**config.mk**
```make
export PLATFORM = sky130hd
export DESIGN_NAME = hni_wdat_top
export DESIGN_NICKNAME = d
export VERILOG_FILES = /design/src/design/hni_wbuf_pkg.sv /design/src/design/chi_dat_pkg.sv /design/src/design/hni_wdat_top.sv /design/src/design/hni_wdat_drain.sv /design/src/design/hni_wdat_store.sv /design/src/design/hni_wdat_alloc.sv
export SDC_FILE = /design/constraint.sdc
export NUM_CORES = 2
export LEC_CHECK = 0
export BUFFER_PORTS_ARGS = -buffer_cell sky130_fd_sc_hd__buf_2
export CELL_PAD_IN_SITES_DETAIL_PLACEMENT = 1
export CELL_PAD_IN_SITES_GLOBAL_PLACEMENT = 2
export CORE_MARGIN = 4
export CORE_UTILIZATION = 41
export DETAILED_ROUTE_END_ITERATION = 10
export PLACE_DENSITY = 0.75
export SLEW_MARGIN = 0
export SYNTH_ARGS = -nofsm -noshare
export SYNTH_HDL_FRONTEND = slang
export SYNTH_SLANG_ARGS = --single-unit
```
**constraint.sdc**
```tcl
create_clock -name clk -period 166 [get_ports clk]
set_input_delay 16.6 -clock clk [delete_from_list [all_inputs] [get_ports clk]]
set_output_delay 16.6 -clock clk [all_outputs]
set_load 0.005 [all_outputs]
```
**src/design/hni_wbuf_pkg.sv**
```systemverilog
// HN-I write buffer and AXI W beat definitions
// a line is 512 bits, filled as two flit halves and drained as
// four 128-bit AXI beats

package hni_wbuf_pkg;

    localparam int BEAT_WIDTH     = 128;
    localparam int STRB_WIDTH     = 16;
    localparam int BEATS_PER_LINE = 4;
    localparam int BEAT_IDX_WIDTH = 2;
    localparam int AXLEN_WIDTH    = 8;
    localparam int ADDR_WIDTH     = 48;
    localparam int CCID_LSB       = 4;   // ccid is addr[5:4]

    // half view for flit writes, beat view for the W channel
    typedef union packed {
        logic [1:0][2*BEAT_WIDTH-1:0]              half;
        logic [BEATS_PER_LINE-1:0][BEAT_WIDTH-1:0] beat;
    } line_u;

    typedef union packed {
        logic [1:0][2*STRB_WIDTH-1:0]              half;
        logic [BEATS_PER_LINE-1:0][STRB_WIDTH-1:0] beat;
    } strb_u;

endpackage

```
**src/design/chi_dat_pkg.sv**
```systemverilog
// CHI data flit layout
// simplified RXDAT flit carrying one 256-bit half of a line
// fields from lsb: txnid, dataid, byte enables, data

package chi_dat_pkg;

    localparam int TXNID_WIDTH     = 8;
    localparam int DATAID_WIDTH    = 2;
    localparam int FLIT_DATA_WIDTH = 256;
    localparam int FLIT_BE_WIDTH   = 32;

    // field low positions
    localparam int TXNID_LSB  = 0;
    localparam int DATAID_LSB = TXNID_LSB + TXNID_WIDTH;
    localparam int BE_LSB     = DATAID_LSB + DATAID_WIDTH;
    localparam int DATA_LSB   = BE_LSB + FLIT_BE_WIDTH;

    localparam int FLIT_WIDTH = DATA_LSB + FLIT_DATA_WIDTH;

    // dataid picks the half of the 512-bit line
    localparam logic [DATAID_WIDTH-1:0] DATAID_LOW  = 2'b00;
    localparam logic [DATAID_WIDTH-1:0] DATAID_HIGH = 2'b10;

endpackage
```
**src/design/hni_wdat_top.sv**
```systemverilog
// HN-I write data path top
// allocation and flit decode, line store and AXI W drain

`timescale 1ns/1ps

module hni_wdat_top #(
    parameter int  NUM_ENTRIES = 4,
    localparam int IDX_WIDTH   = $clog2(NUM_ENTRIES)
) (
    input  logic                                      clk,
    input  logic                                      rst,
    input  logic                                      alloc_en,
    input  logic [IDX_WIDTH-1:0]                      alloc_idx,
    input  logic [hni_wbuf_pkg::ADDR_WIDTH-1:0]       alloc_addr,
    input  logic                                      alloc_device,
    input  logic [hni_wbuf_pkg::AXLEN_WIDTH-1:0]      alloc_axlen,
    input  logic                                      retire_en,
    input  logic [IDX_WIDTH-1:0]                      retire_idx,
    input  logic                                      drain_en,
    input  logic [IDX_WIDTH-1:0]                      drain_idx,
    input  logic                                      rxdat_valid,
    input  logic [chi_dat_pkg::FLIT_WIDTH-1:0]        rxdat_flit,
    input  logic                                      wready,
    output logic                                      wvalid,
    output logic [hni_wbuf_pkg::BEAT_WIDTH-1:0]       wdata,
    output logic [hni_wbuf_pkg::STRB_WIDTH-1:0]       wstrb,
    output logic                                      wlast,
    output logic                                      w_done
);

    logic                                     set_en;
    logic [IDX_WIDTH-1:0]                     set_idx;
    logic [hni_wbuf_pkg::BEAT_IDX_WIDTH-1:0]  set_first;
    logic [hni_wbuf_pkg::BEAT_IDX_WIDTH-1:0]  set_last;
    logic                                     wr_en;
    logic [IDX_WIDTH-1:0]                     wr_idx;
    logic                                     wr_half;
    logic [chi_dat_pkg::FLIT_DATA_WIDTH-1:0]  wr_data;
    logic [chi_dat_pkg::FLIT_BE_WIDTH-1:0]    wr_be;
    logic [IDX_WIDTH-1:0]                     rd_idx;
    hni_wbuf_pkg::line_u                      rd_line;
    hni_wbuf_pkg::strb_u                      rd_strb;

    hni_wdat_alloc #(.NUM_ENTRIES(NUM_ENTRIES)) hni_wdat_alloc_inst (
        .clk, .rst,
        .alloc_en, .alloc_idx, .alloc_addr, .alloc_device, .alloc_axlen,
        .retire_en, .retire_idx,
        .rxdat_valid, .rxdat_flit,
        .set_en, .set_idx, .set_first, .set_last,
        .wr_en, .wr_idx, .wr_half, .wr_data, .wr_be
    );

    hni_wdat_store #(.NUM_ENTRIES(NUM_ENTRIES)) hni_wdat_store_inst (
        .clk, .rst,
        .wr_en, .wr_idx, .wr_half, .wr_data, .wr_be,
        .retire_en, .retire_idx,
        .rd_idx, .rd_line, .rd_strb
    );

    hni_wdat_drain #(.NUM_ENTRIES(NUM_ENTRIES)) hni_wdat_drain_inst (
        .clk, .rst,
        .set_en, .set_idx, .set_first, .set_last,
        .drain_en, .drain_idx,
        .rd_line, .rd_strb,
        .wready,
        .rd_idx, .wvalid, .wdata, .wstrb, .wlast, .w_done
    );

endmodule

```
**src/design/hni_wdat_drain.sv**
```systemverilog
// HN-I write data drain
// serves pending entries highest index first and steps the
// active entry's beats onto AXI W, one burst at a time

`timescale 1ns/1ps

module hni_wdat_drain #(
    parameter int  NUM_ENTRIES = 4,
    localparam int IDX_WIDTH   = $clog2(NUM_ENTRIES)
) (
    input  logic                                      clk,
    input  logic                                      rst,
    input  logic                                      set_en,
    input  logic [IDX_WIDTH-1:0]                      set_idx,
    input  logic [hni_wbuf_pkg::BEAT_IDX_WIDTH-1:0]   set_first,
    input  logic [hni_wbuf_pkg::BEAT_IDX_WIDTH-1:0]   set_last,
    input  logic                                      drain_en,
    input  logic [IDX_WIDTH-1:0]                      drain_idx,
    input  hni_wbuf_pkg::line_u                       rd_line,
    input  hni_wbuf_pkg::strb_u                       rd_strb,
    input  logic                                      wready,
    output logic [IDX_WIDTH-1:0]                      rd_idx,
    output logic                                      wvalid,
    output logic [hni_wbuf_pkg::BEAT_WIDTH-1:0]       wdata,
    output logic [hni_wbuf_pkg::STRB_WIDTH-1:0]       wstrb,
    output logic                                      wlast,
    output logic                                      w_done
);

    localparam int BW = hni_wbuf_pkg::BEAT_IDX_WIDTH;

    logic [BW-1:0]          cur_beat  [NUM_ENTRIES];
    logic [BW-1:0]          last_beat [NUM_ENTRIES];
    logic [NUM_ENTRIES-1:0] pend_q;
    logic [NUM_ENTRIES-1:0] drain_set;
    logic [NUM_ENTRIES-1:0] done_clr;
    logic [NUM_ENTRIES-1:0] cand;
    logic                   act_vld;
    logic [IDX_WIDTH-1:0]   act_idx;
    logic [BW-1:0]          act_beat;
    logic                   pick_vld;
    logic [IDX_WIDTH-1:0]   pick_idx;
    logic                   hs;

    assign act_beat = cur_beat[act_idx];
    assign hs       = act_vld && wready;

    assign drain_set = {{(NUM_ENTRIES - 1){1'b0}}, drain_en} << drain_idx;
    assign done_clr  = {{(NUM_ENTRIES - 1){1'b0}}, w_done} << act_idx;
    assign cand      = (pend_q | drain_set) & ~done_clr;

    // highest pending index wins
    always_comb begin
        pick_vld = 1'b0;
        pick_idx = '0;
        for (int e = 0; e < NUM_ENTRIES; e++) begin
            if (cand[e]) begin
                pick_vld = 1'b1;
                pick_idx = IDX_WIDTH'(e);
            end
        end
    end

    always_ff @(posedge clk or posedge rst) begin
        if (rst) begin
            pend_q  <= '0;
            act_vld <= 1'b0;
            act_idx <= '0;
        end else begin
            pend_q <= (pend_q & ~done_clr) | drain_set;
            if (!act_vld || w_done) begin  // burst boundary, next entry may start
                act_vld <= pick_vld;
                act_idx <= pick_idx;
            end
        end
    end

    always_ff @(posedge clk or posedge rst) begin
        if (rst) begin
            for (int e = 0; e < NUM_ENTRIES; e++) begin
                cur_beat[e]  <= '0;
                last_beat[e] <= '0;
            end
        end else begin
            if (hs) begin
                cur_beat[act_idx] <= act_beat + 1'b1;
            end
            if (set_en) begin
                cur_beat[set_idx]  <= set_first;
                last_beat[set_idx] <= set_last;
            end
        end
    end

    assign rd_idx = act_idx;
    assign wvalid = act_vld;
    assign wdata  = rd_line.beat[act_beat];
    assign wstrb  = rd_strb.beat[act_beat];
    assign wlast  = act_vld && (act_beat == last_beat[act_idx]);
    assign w_done = hs && wlast;

endmodule

```
**src/design/hni_wdat_store.sv**
```systemverilog
// HN-I write data store
// one 512-bit line and 64 byte enables per entry
// flit writes land in one half, enables accumulate until retire

`timescale 1ns/1ps

module hni_wdat_store #(
    parameter int  NUM_ENTRIES = 4,
    localparam int IDX_WIDTH   = $clog2(NUM_ENTRIES)
) (
    input  logic                                      clk,
    input  logic                                      rst,
    input  logic                                      wr_en,
    input  logic [IDX_WIDTH-1:0]                      wr_idx,
    input  logic                                      wr_half,
    input  logic [2*hni_wbuf_pkg::BEAT_WIDTH-1:0]     wr_data,
    input  logic [2*hni_wbuf_pkg::STRB_WIDTH-1:0]     wr_be,
    input  logic                                      retire_en,
    input  logic [IDX_WIDTH-1:0]                      retire_idx,
    input  logic [IDX_WIDTH-1:0]                      rd_idx,
    output hni_wbuf_pkg::line_u                       rd_line,
    output hni_wbuf_pkg::strb_u                       rd_strb
);

    hni_wbuf_pkg::line_u line_q [NUM_ENTRIES];
    hni_wbuf_pkg::strb_u strb_q [NUM_ENTRIES];

    always_ff @(posedge clk or posedge rst) begin
        if (rst) begin
            for (int e = 0; e < NUM_ENTRIES; e++) begin
                line_q[e] <= '0;
                strb_q[e] <= '0;
            end
        end else begin
            for (int e = 0; e < NUM_ENTRIES; e++) begin
                if (retire_en && retire_idx == IDX_WIDTH'(e)) begin
                    // retire beats a flit to the same entry
                    line_q[e] <= '0;
                    strb_q[e] <= '0;
                end else if (wr_en && wr_idx == IDX_WIDTH'(e)) begin
                    line_q[e].half[wr_half] <= wr_data;
                    strb_q[e].half[wr_half] <= strb_q[e].half[wr_half] | wr_be;
                end
            end
        end
    end

    // read port feeds the W channel directly
    assign rd_line = line_q[rd_idx];
    assign rd_strb = strb_q[rd_idx];

endmodule

```
**src/design/hni_wdat_alloc.sv**
```systemverilog
// HN-I write data allocation
// works out first and last AXI beat of each allocated burst,
// keeps the allocated flags and routes CHI data flits to the store

`timescale 1ns/1ps

module hni_wdat_alloc #(
    parameter int  NUM_ENTRIES = 4,
    localparam int IDX_WIDTH   = $clog2(NUM_ENTRIES)
) (
    input  logic                                      clk,
    input  logic                                      rst,
    input  logic                                      alloc_en,
    input  logic [IDX_WIDTH-1:0]                      alloc_idx,
    input  logic [hni_wbuf_pkg::ADDR_WIDTH-1:0]       alloc_addr,
    input  logic                                      alloc_device,
    input  logic [hni_wbuf_pkg::AXLEN_WIDTH-1:0]      alloc_axlen,
    input  logic                                      retire_en,
    input  logic [IDX_WIDTH-1:0]                      retire_idx,
    input  logic                                      rxdat_valid,
    input  logic [chi_dat_pkg::FLIT_WIDTH-1:0]        rxdat_flit,
    output logic                                      set_en,
    output logic [IDX_WIDTH-1:0]                      set_idx,
    output logic [hni_wbuf_pkg::BEAT_IDX_WIDTH-1:0]   set_first,
    output logic [hni_wbuf_pkg::BEAT_IDX_WIDTH-1:0]   set_last,
    output logic                                      wr_en,
    output logic [IDX_WIDTH-1:0]                      wr_idx,
    output logic                                      wr_half,
    output logic [chi_dat_pkg::FLIT_DATA_WIDTH-1:0]   wr_data,
    output logic [chi_dat_pkg::FLIT_BE_WIDTH-1:0]     wr_be
);

    localparam int BW = hni_wbuf_pkg::BEAT_IDX_WIDTH;
    localparam int LW = hni_wbuf_pkg::AXLEN_WIDTH;

    logic [BW-1:0]                         ccid;
    logic [BW-1:0]                         len_lo;
    logic [LW:0]                           dev_sum;
    logic [NUM_ENTRIES-1:0]                alloc_vld;
    logic [chi_dat_pkg::TXNID_WIDTH-1:0]   rx_txnid;
    logic [chi_dat_pkg::DATAID_WIDTH-1:0]  rx_dataid;
    logic                                  rx_dataid_ok;

    assign ccid    = alloc_addr[hni_wbuf_pkg::CCID_LSB +: BW];
    assign len_lo  = alloc_axlen[BW-1:0];
    assign dev_sum = {1'b0, alloc_axlen} + {{(LW + 1 - BW){1'b0}}, ccid};

    always_comb begin
        if (alloc_device) begin
            set_first = ccid;  // device bursts start at the critical chunk
            if (dev_sum > (LW + 1)'(hni_wbuf_pkg::BEATS_PER_LINE - 1)) begin
                set_last = BW'(hni_wbuf_pkg::BEATS_PER_LINE - 1);
            end else begin
                set_last = dev_sum[BW-1:0];
            end
        end else begin
            // n is 1, 2 or 4 so masking with axlen aligns down
            set_first = ccid & ~len_lo;
            set_last  = (ccid & ~len_lo) + len_lo;
        end
    end

    assign set_en  = alloc_en;
    assign set_idx = alloc_idx;

    always_ff @(posedge clk or posedge rst) begin
        if (rst) begin
            alloc_vld <= '0;
        end else begin
            if (retire_en) begin
                alloc_vld[retire_idx] <= 1'b0;
            end
            if (alloc_en) begin
                alloc_vld[alloc_idx] <= 1'b1;  // reuse in the retire cycle
            end
        end
    end

    // flit decode
    assign rx_txnid  = rxdat_flit[chi_dat_pkg::TXNID_LSB +: chi_dat_pkg::TXNID_WIDTH];
    assign rx_dataid = rxdat_flit[chi_dat_pkg::DATAID_LSB +: chi_dat_pkg::DATAID_WIDTH];
    assign rx_dataid_ok = (rx_dataid == chi_dat_pkg::DATAID_LOW) ||
                          (rx_dataid == chi_dat_pkg::DATAID_HIGH);

    assign wr_idx  = rx_txnid[IDX_WIDTH-1:0];
    assign wr_en   = rxdat_valid && alloc_vld[wr_idx] && rx_dataid_ok;
    assign wr_half = rx_dataid[1];
    assign wr_data = rxdat_flit[chi_dat_pkg::DATA_LSB +: chi_dat_pkg::FLIT_DATA_WIDTH];
    assign wr_be   = rxdat_flit[chi_dat_pkg::BE_LSB +: chi_dat_pkg::FLIT_BE_WIDTH];

endmodule

```
==> flow_summary.toml <==
[yosys]
post_synth_xor_area_fraction_pct = 0.07675
synth-edff-count = 0
synth.net_count = 7593
syn-instance-count = 7218
yosysUniqueCellTypes = 46
synthTopCellsByCount = "dfrtp_1, a22o_1, mux4_2"
ys_seq_area_share_pct = 57.71
ys_ff_latch = 2331
synthTopCellsByArea = "dfrtp_1, a22o_1, mux4_2"
yosysTopAreaCellShare_pct = 57.71
synth.area.mux_share_pct = 14.39
synth_top_family_by_area = "compound AO/OA/AOI/OAI gates"
syn_area_um2 = 101100
synth_flop_cell = "dfrtp_1"
synthAdderAreaFrac_pct = 0.09408
yosys.area.top_type = "dfrtp_1"
yosys_warnings = 0
synth_compound_area_share_pct = 21.27
avgSynthCellArea_um2 = 14.00
synthArstFlopShare_pct = 100.0
synth_simple_gate_area_share_pct = 2.410
synth.most_common_cell = "dfrtp_1"

[die]
fp-row-count = 182
die_w_um = 504.5
core_um2 = 245700
dieArea_um2 = 254500
start_util_pct = 41.14
pin_count = 515
die_h_um = 504.5

[global_route]
grt_pass1_vias = 75668
grt_antenna_before_repair = 134
grt_overflow_total = 0
grt.total_usage_pct = 25.49
grt_pass1_wl_um = 503500
grt_max_degree = 173

[timing]
setup_tns_ns = 0
finClkSkew_ns = 0.05833
rsz0062_at_grt = "no"
maxSlewViolCount = 0
min_period_ns = 33.74
setup_violations = 0
hold_viol = 0
period_share_pct = 20.32
worst_pin_slew_ns = 1.393
holdWs_ns = 0.4772
relSlewSlack_pct = 7.101
max_freq_mhz = 29.64

[clocking]
cts_hold_buffers = 0
cts_buffer_depth = 4
cts_setup_buffers = 0
clockRootBuffer = "clkbuf_16"
htreeDepth = 5
cts_resized = 0
cts_tree = "built"
clock-sinks = 2331
cts.clk_slew.worst_paths_ns = 0.06
clk_latency_ns = 0.90
cts_buffers = 282

[worst_setup_path]
crit_type = "input port to output port"
worstSetupEndpointType = "output port"
arrival_ns = 17.14
crit_top_cell = "buf_2"
critPathBufInv = 2
reg2reg_depth = 6
slowest_delay_ns = 0.19
r2r_start = "hni_wdat_alloc_inst.alloc_vld[1]"
crit_slowest_cell = "nor3_1"
critical_path.top_delay_family = "simple AND/OR/NAND/NOR gates"
crit_required_ns = 149.40
timing.rr.end = "hni_wdat_store_inst.line_q[1468]"
cp_cell_sequence = "buf_2, nand2_1, nor3_1, buf_2"
cp-start-kind = "input port"
reg2reg_setup_slack_ns = 161.20
cp_max_fo = 4

[finish]
final_cell_area_um2 = 113700
final_nets = 7484
drive_above_1_share_pct = 22.03
area_growth_pct = 12.52
fillers = 24126

[route]
drt_wl_total_um = 329000
vias = 68976
via_per_inst = 6.521
wire_per_inst_um = 31.10
drc = 0
ant_nets = 0
dr.pass1.iters = 7
drtIter0Drc = 5662

[power_and_ir_drop]
clkPwrFrac_pct = 34.6
pwr-share-comb_pct = 28.9
vdd_drop_max_mv = 0.02539
p_sw_mw = 0.5738
seqPwrFrac_pct = 36.5
swShare_pct = 33.40
p_int_mw = 1.144
leakage_nw = 53.05
power_density_nw_per_um2 = 15.10

[place]
place_hpwl_um = 174300
port_buffers = 462
placed_area_um2 = 104800
gp_congestion = 0.7404

[min_path]
min-delay-start = "hni_wdat_drain_inst.last_beat[3]"
min_path_type = "register to register"
holdPathEnd = "hni_wdat_drain_inst.last_beat[3]"
hold_path_depth = 2

[outcome]
status = "complete, no violations"

[job]
maxCapViolCount = 0
worst reg2reg max path: cells and delay by family, from the launching register on:
family / cells / cell delay, ns
AO/OA/AOI/OAI: 1 / 0.26
buffers and inverters: 3 / 2.17
flip-flops: 1 / 0.36
AND/OR/NAND/NOR: 2 / 1.91
flip-flops by register name, summed over array words and instances (netlist names):
register / count
hni_wdat_alloc_inst.alloc_vld: 4
hni_wdat_drain_inst.wvalid: 1
hni_wdat_store_inst.strb_q: 256
hni_wdat_store_inst.line_q: 2048
hni_wdat_drain_inst.cur_beat: 8
hni_wdat_drain_inst.last_beat: 8
hni_wdat_drain_inst.pend_q: 4
hni_wdat_drain_inst.rd_idx: 2
metrics by stage:
step / power, mW / setup slack (ns) / util (%) / cells
global route: 1.795 / 132.24 / 46.25 / 10537
global placement: 1.132 / 132.26 / 42.66 / 10045
finish: 1.718 / 132.26 / 46.29 / 10578
floorplan: 0.9527 / 83.53 / - / 7218
detailed placement: 1.138 / 132.26 / 42.66 / 10045
CTS: 1.738 / 132.26 / 46.22 / 10511
how the worst max path moves through the flow:
stage	start	to	slack, ns	depth (start not counted)
global route	wready	w_done	132.24	4
detailed placement	wready	w_done	132.26	4
finish	wready	w_done	132.26	4
CTS	wready	w_done	132.26	4
global placement	wready	w_done	132.26	4
floorplan	rst	hni_wdat_alloc_inst.alloc_vld[0]	83.53	1
layer usage:
| layer | wire length (um) | share of wire, % | up-vias | global-route usage (%) |
|---|---|---|---|---|
| met5 | 337 | 0.10 | - | 0 |
| met4 | 8879 | 2.7 | 52 | 7.473 |
| met3 | 22680 | 6.9 | 615 | 5.475 |
| met2 | 156600 | 48 | 2265 | 40.96 |
| met1 | 140500 | 43 | 38184 | 34.97 |
| li1 | - | - | 27860 | - |
cell type report:
type / count / area (um^2) / area share [%]
inverter: 12 / 52.55 / 0.04620
antenna: 67 / 167.7 / 0.1474
multi-input combinational: 3883 / 38810 / 34.13
sequential: 2331 / 58340 / 51.29
tap: 3220 / 4029 / 3.542
timing repair buffer: 599 / 3593 / 3.159
clock inverter: 60 / 643.1 / 0.5654
clock buffer: 406 / 8099 / 7.121
cells by family after synthesis:
| logic type | Yosys count |
|---|---|
| multiplexers | 728 |
| flip-flops | 2331 |
| AO/OA/AOI/OAI | 2641 |
| adder cells (fa/ha/maj) | 7 |
| AND/OR/NAND/NOR | 499 |
| buffers and inverters | 1004 |
| XOR/XNOR | 8 |
power groups by stage:
stage	logic [mW]	clock network (mW)	registers [mW]
3_3_place_gp	0.497	0	0.635
6_report	0.496	0.594	0.628
4_1_cts	0.502	0.608	0.628
3_5_place_dp	0.500	0	0.637
2_1_floorplan	0.322	0	0.630
5_1_grt	0.530	0.633	0.632
layout by cell type, fill, tap and decap left out, types with 144 or more instances in the layout:
cell,n
dfrtp_1,2329
a22o_1,2048
mux4_2,578
buf_2,461
clkbuf_16,287
a21oi_1,274
nor2_1,261
nor2b_1,176
mux2i_1,147
a211oi_1,144
(Power assumes the default switching activity.)
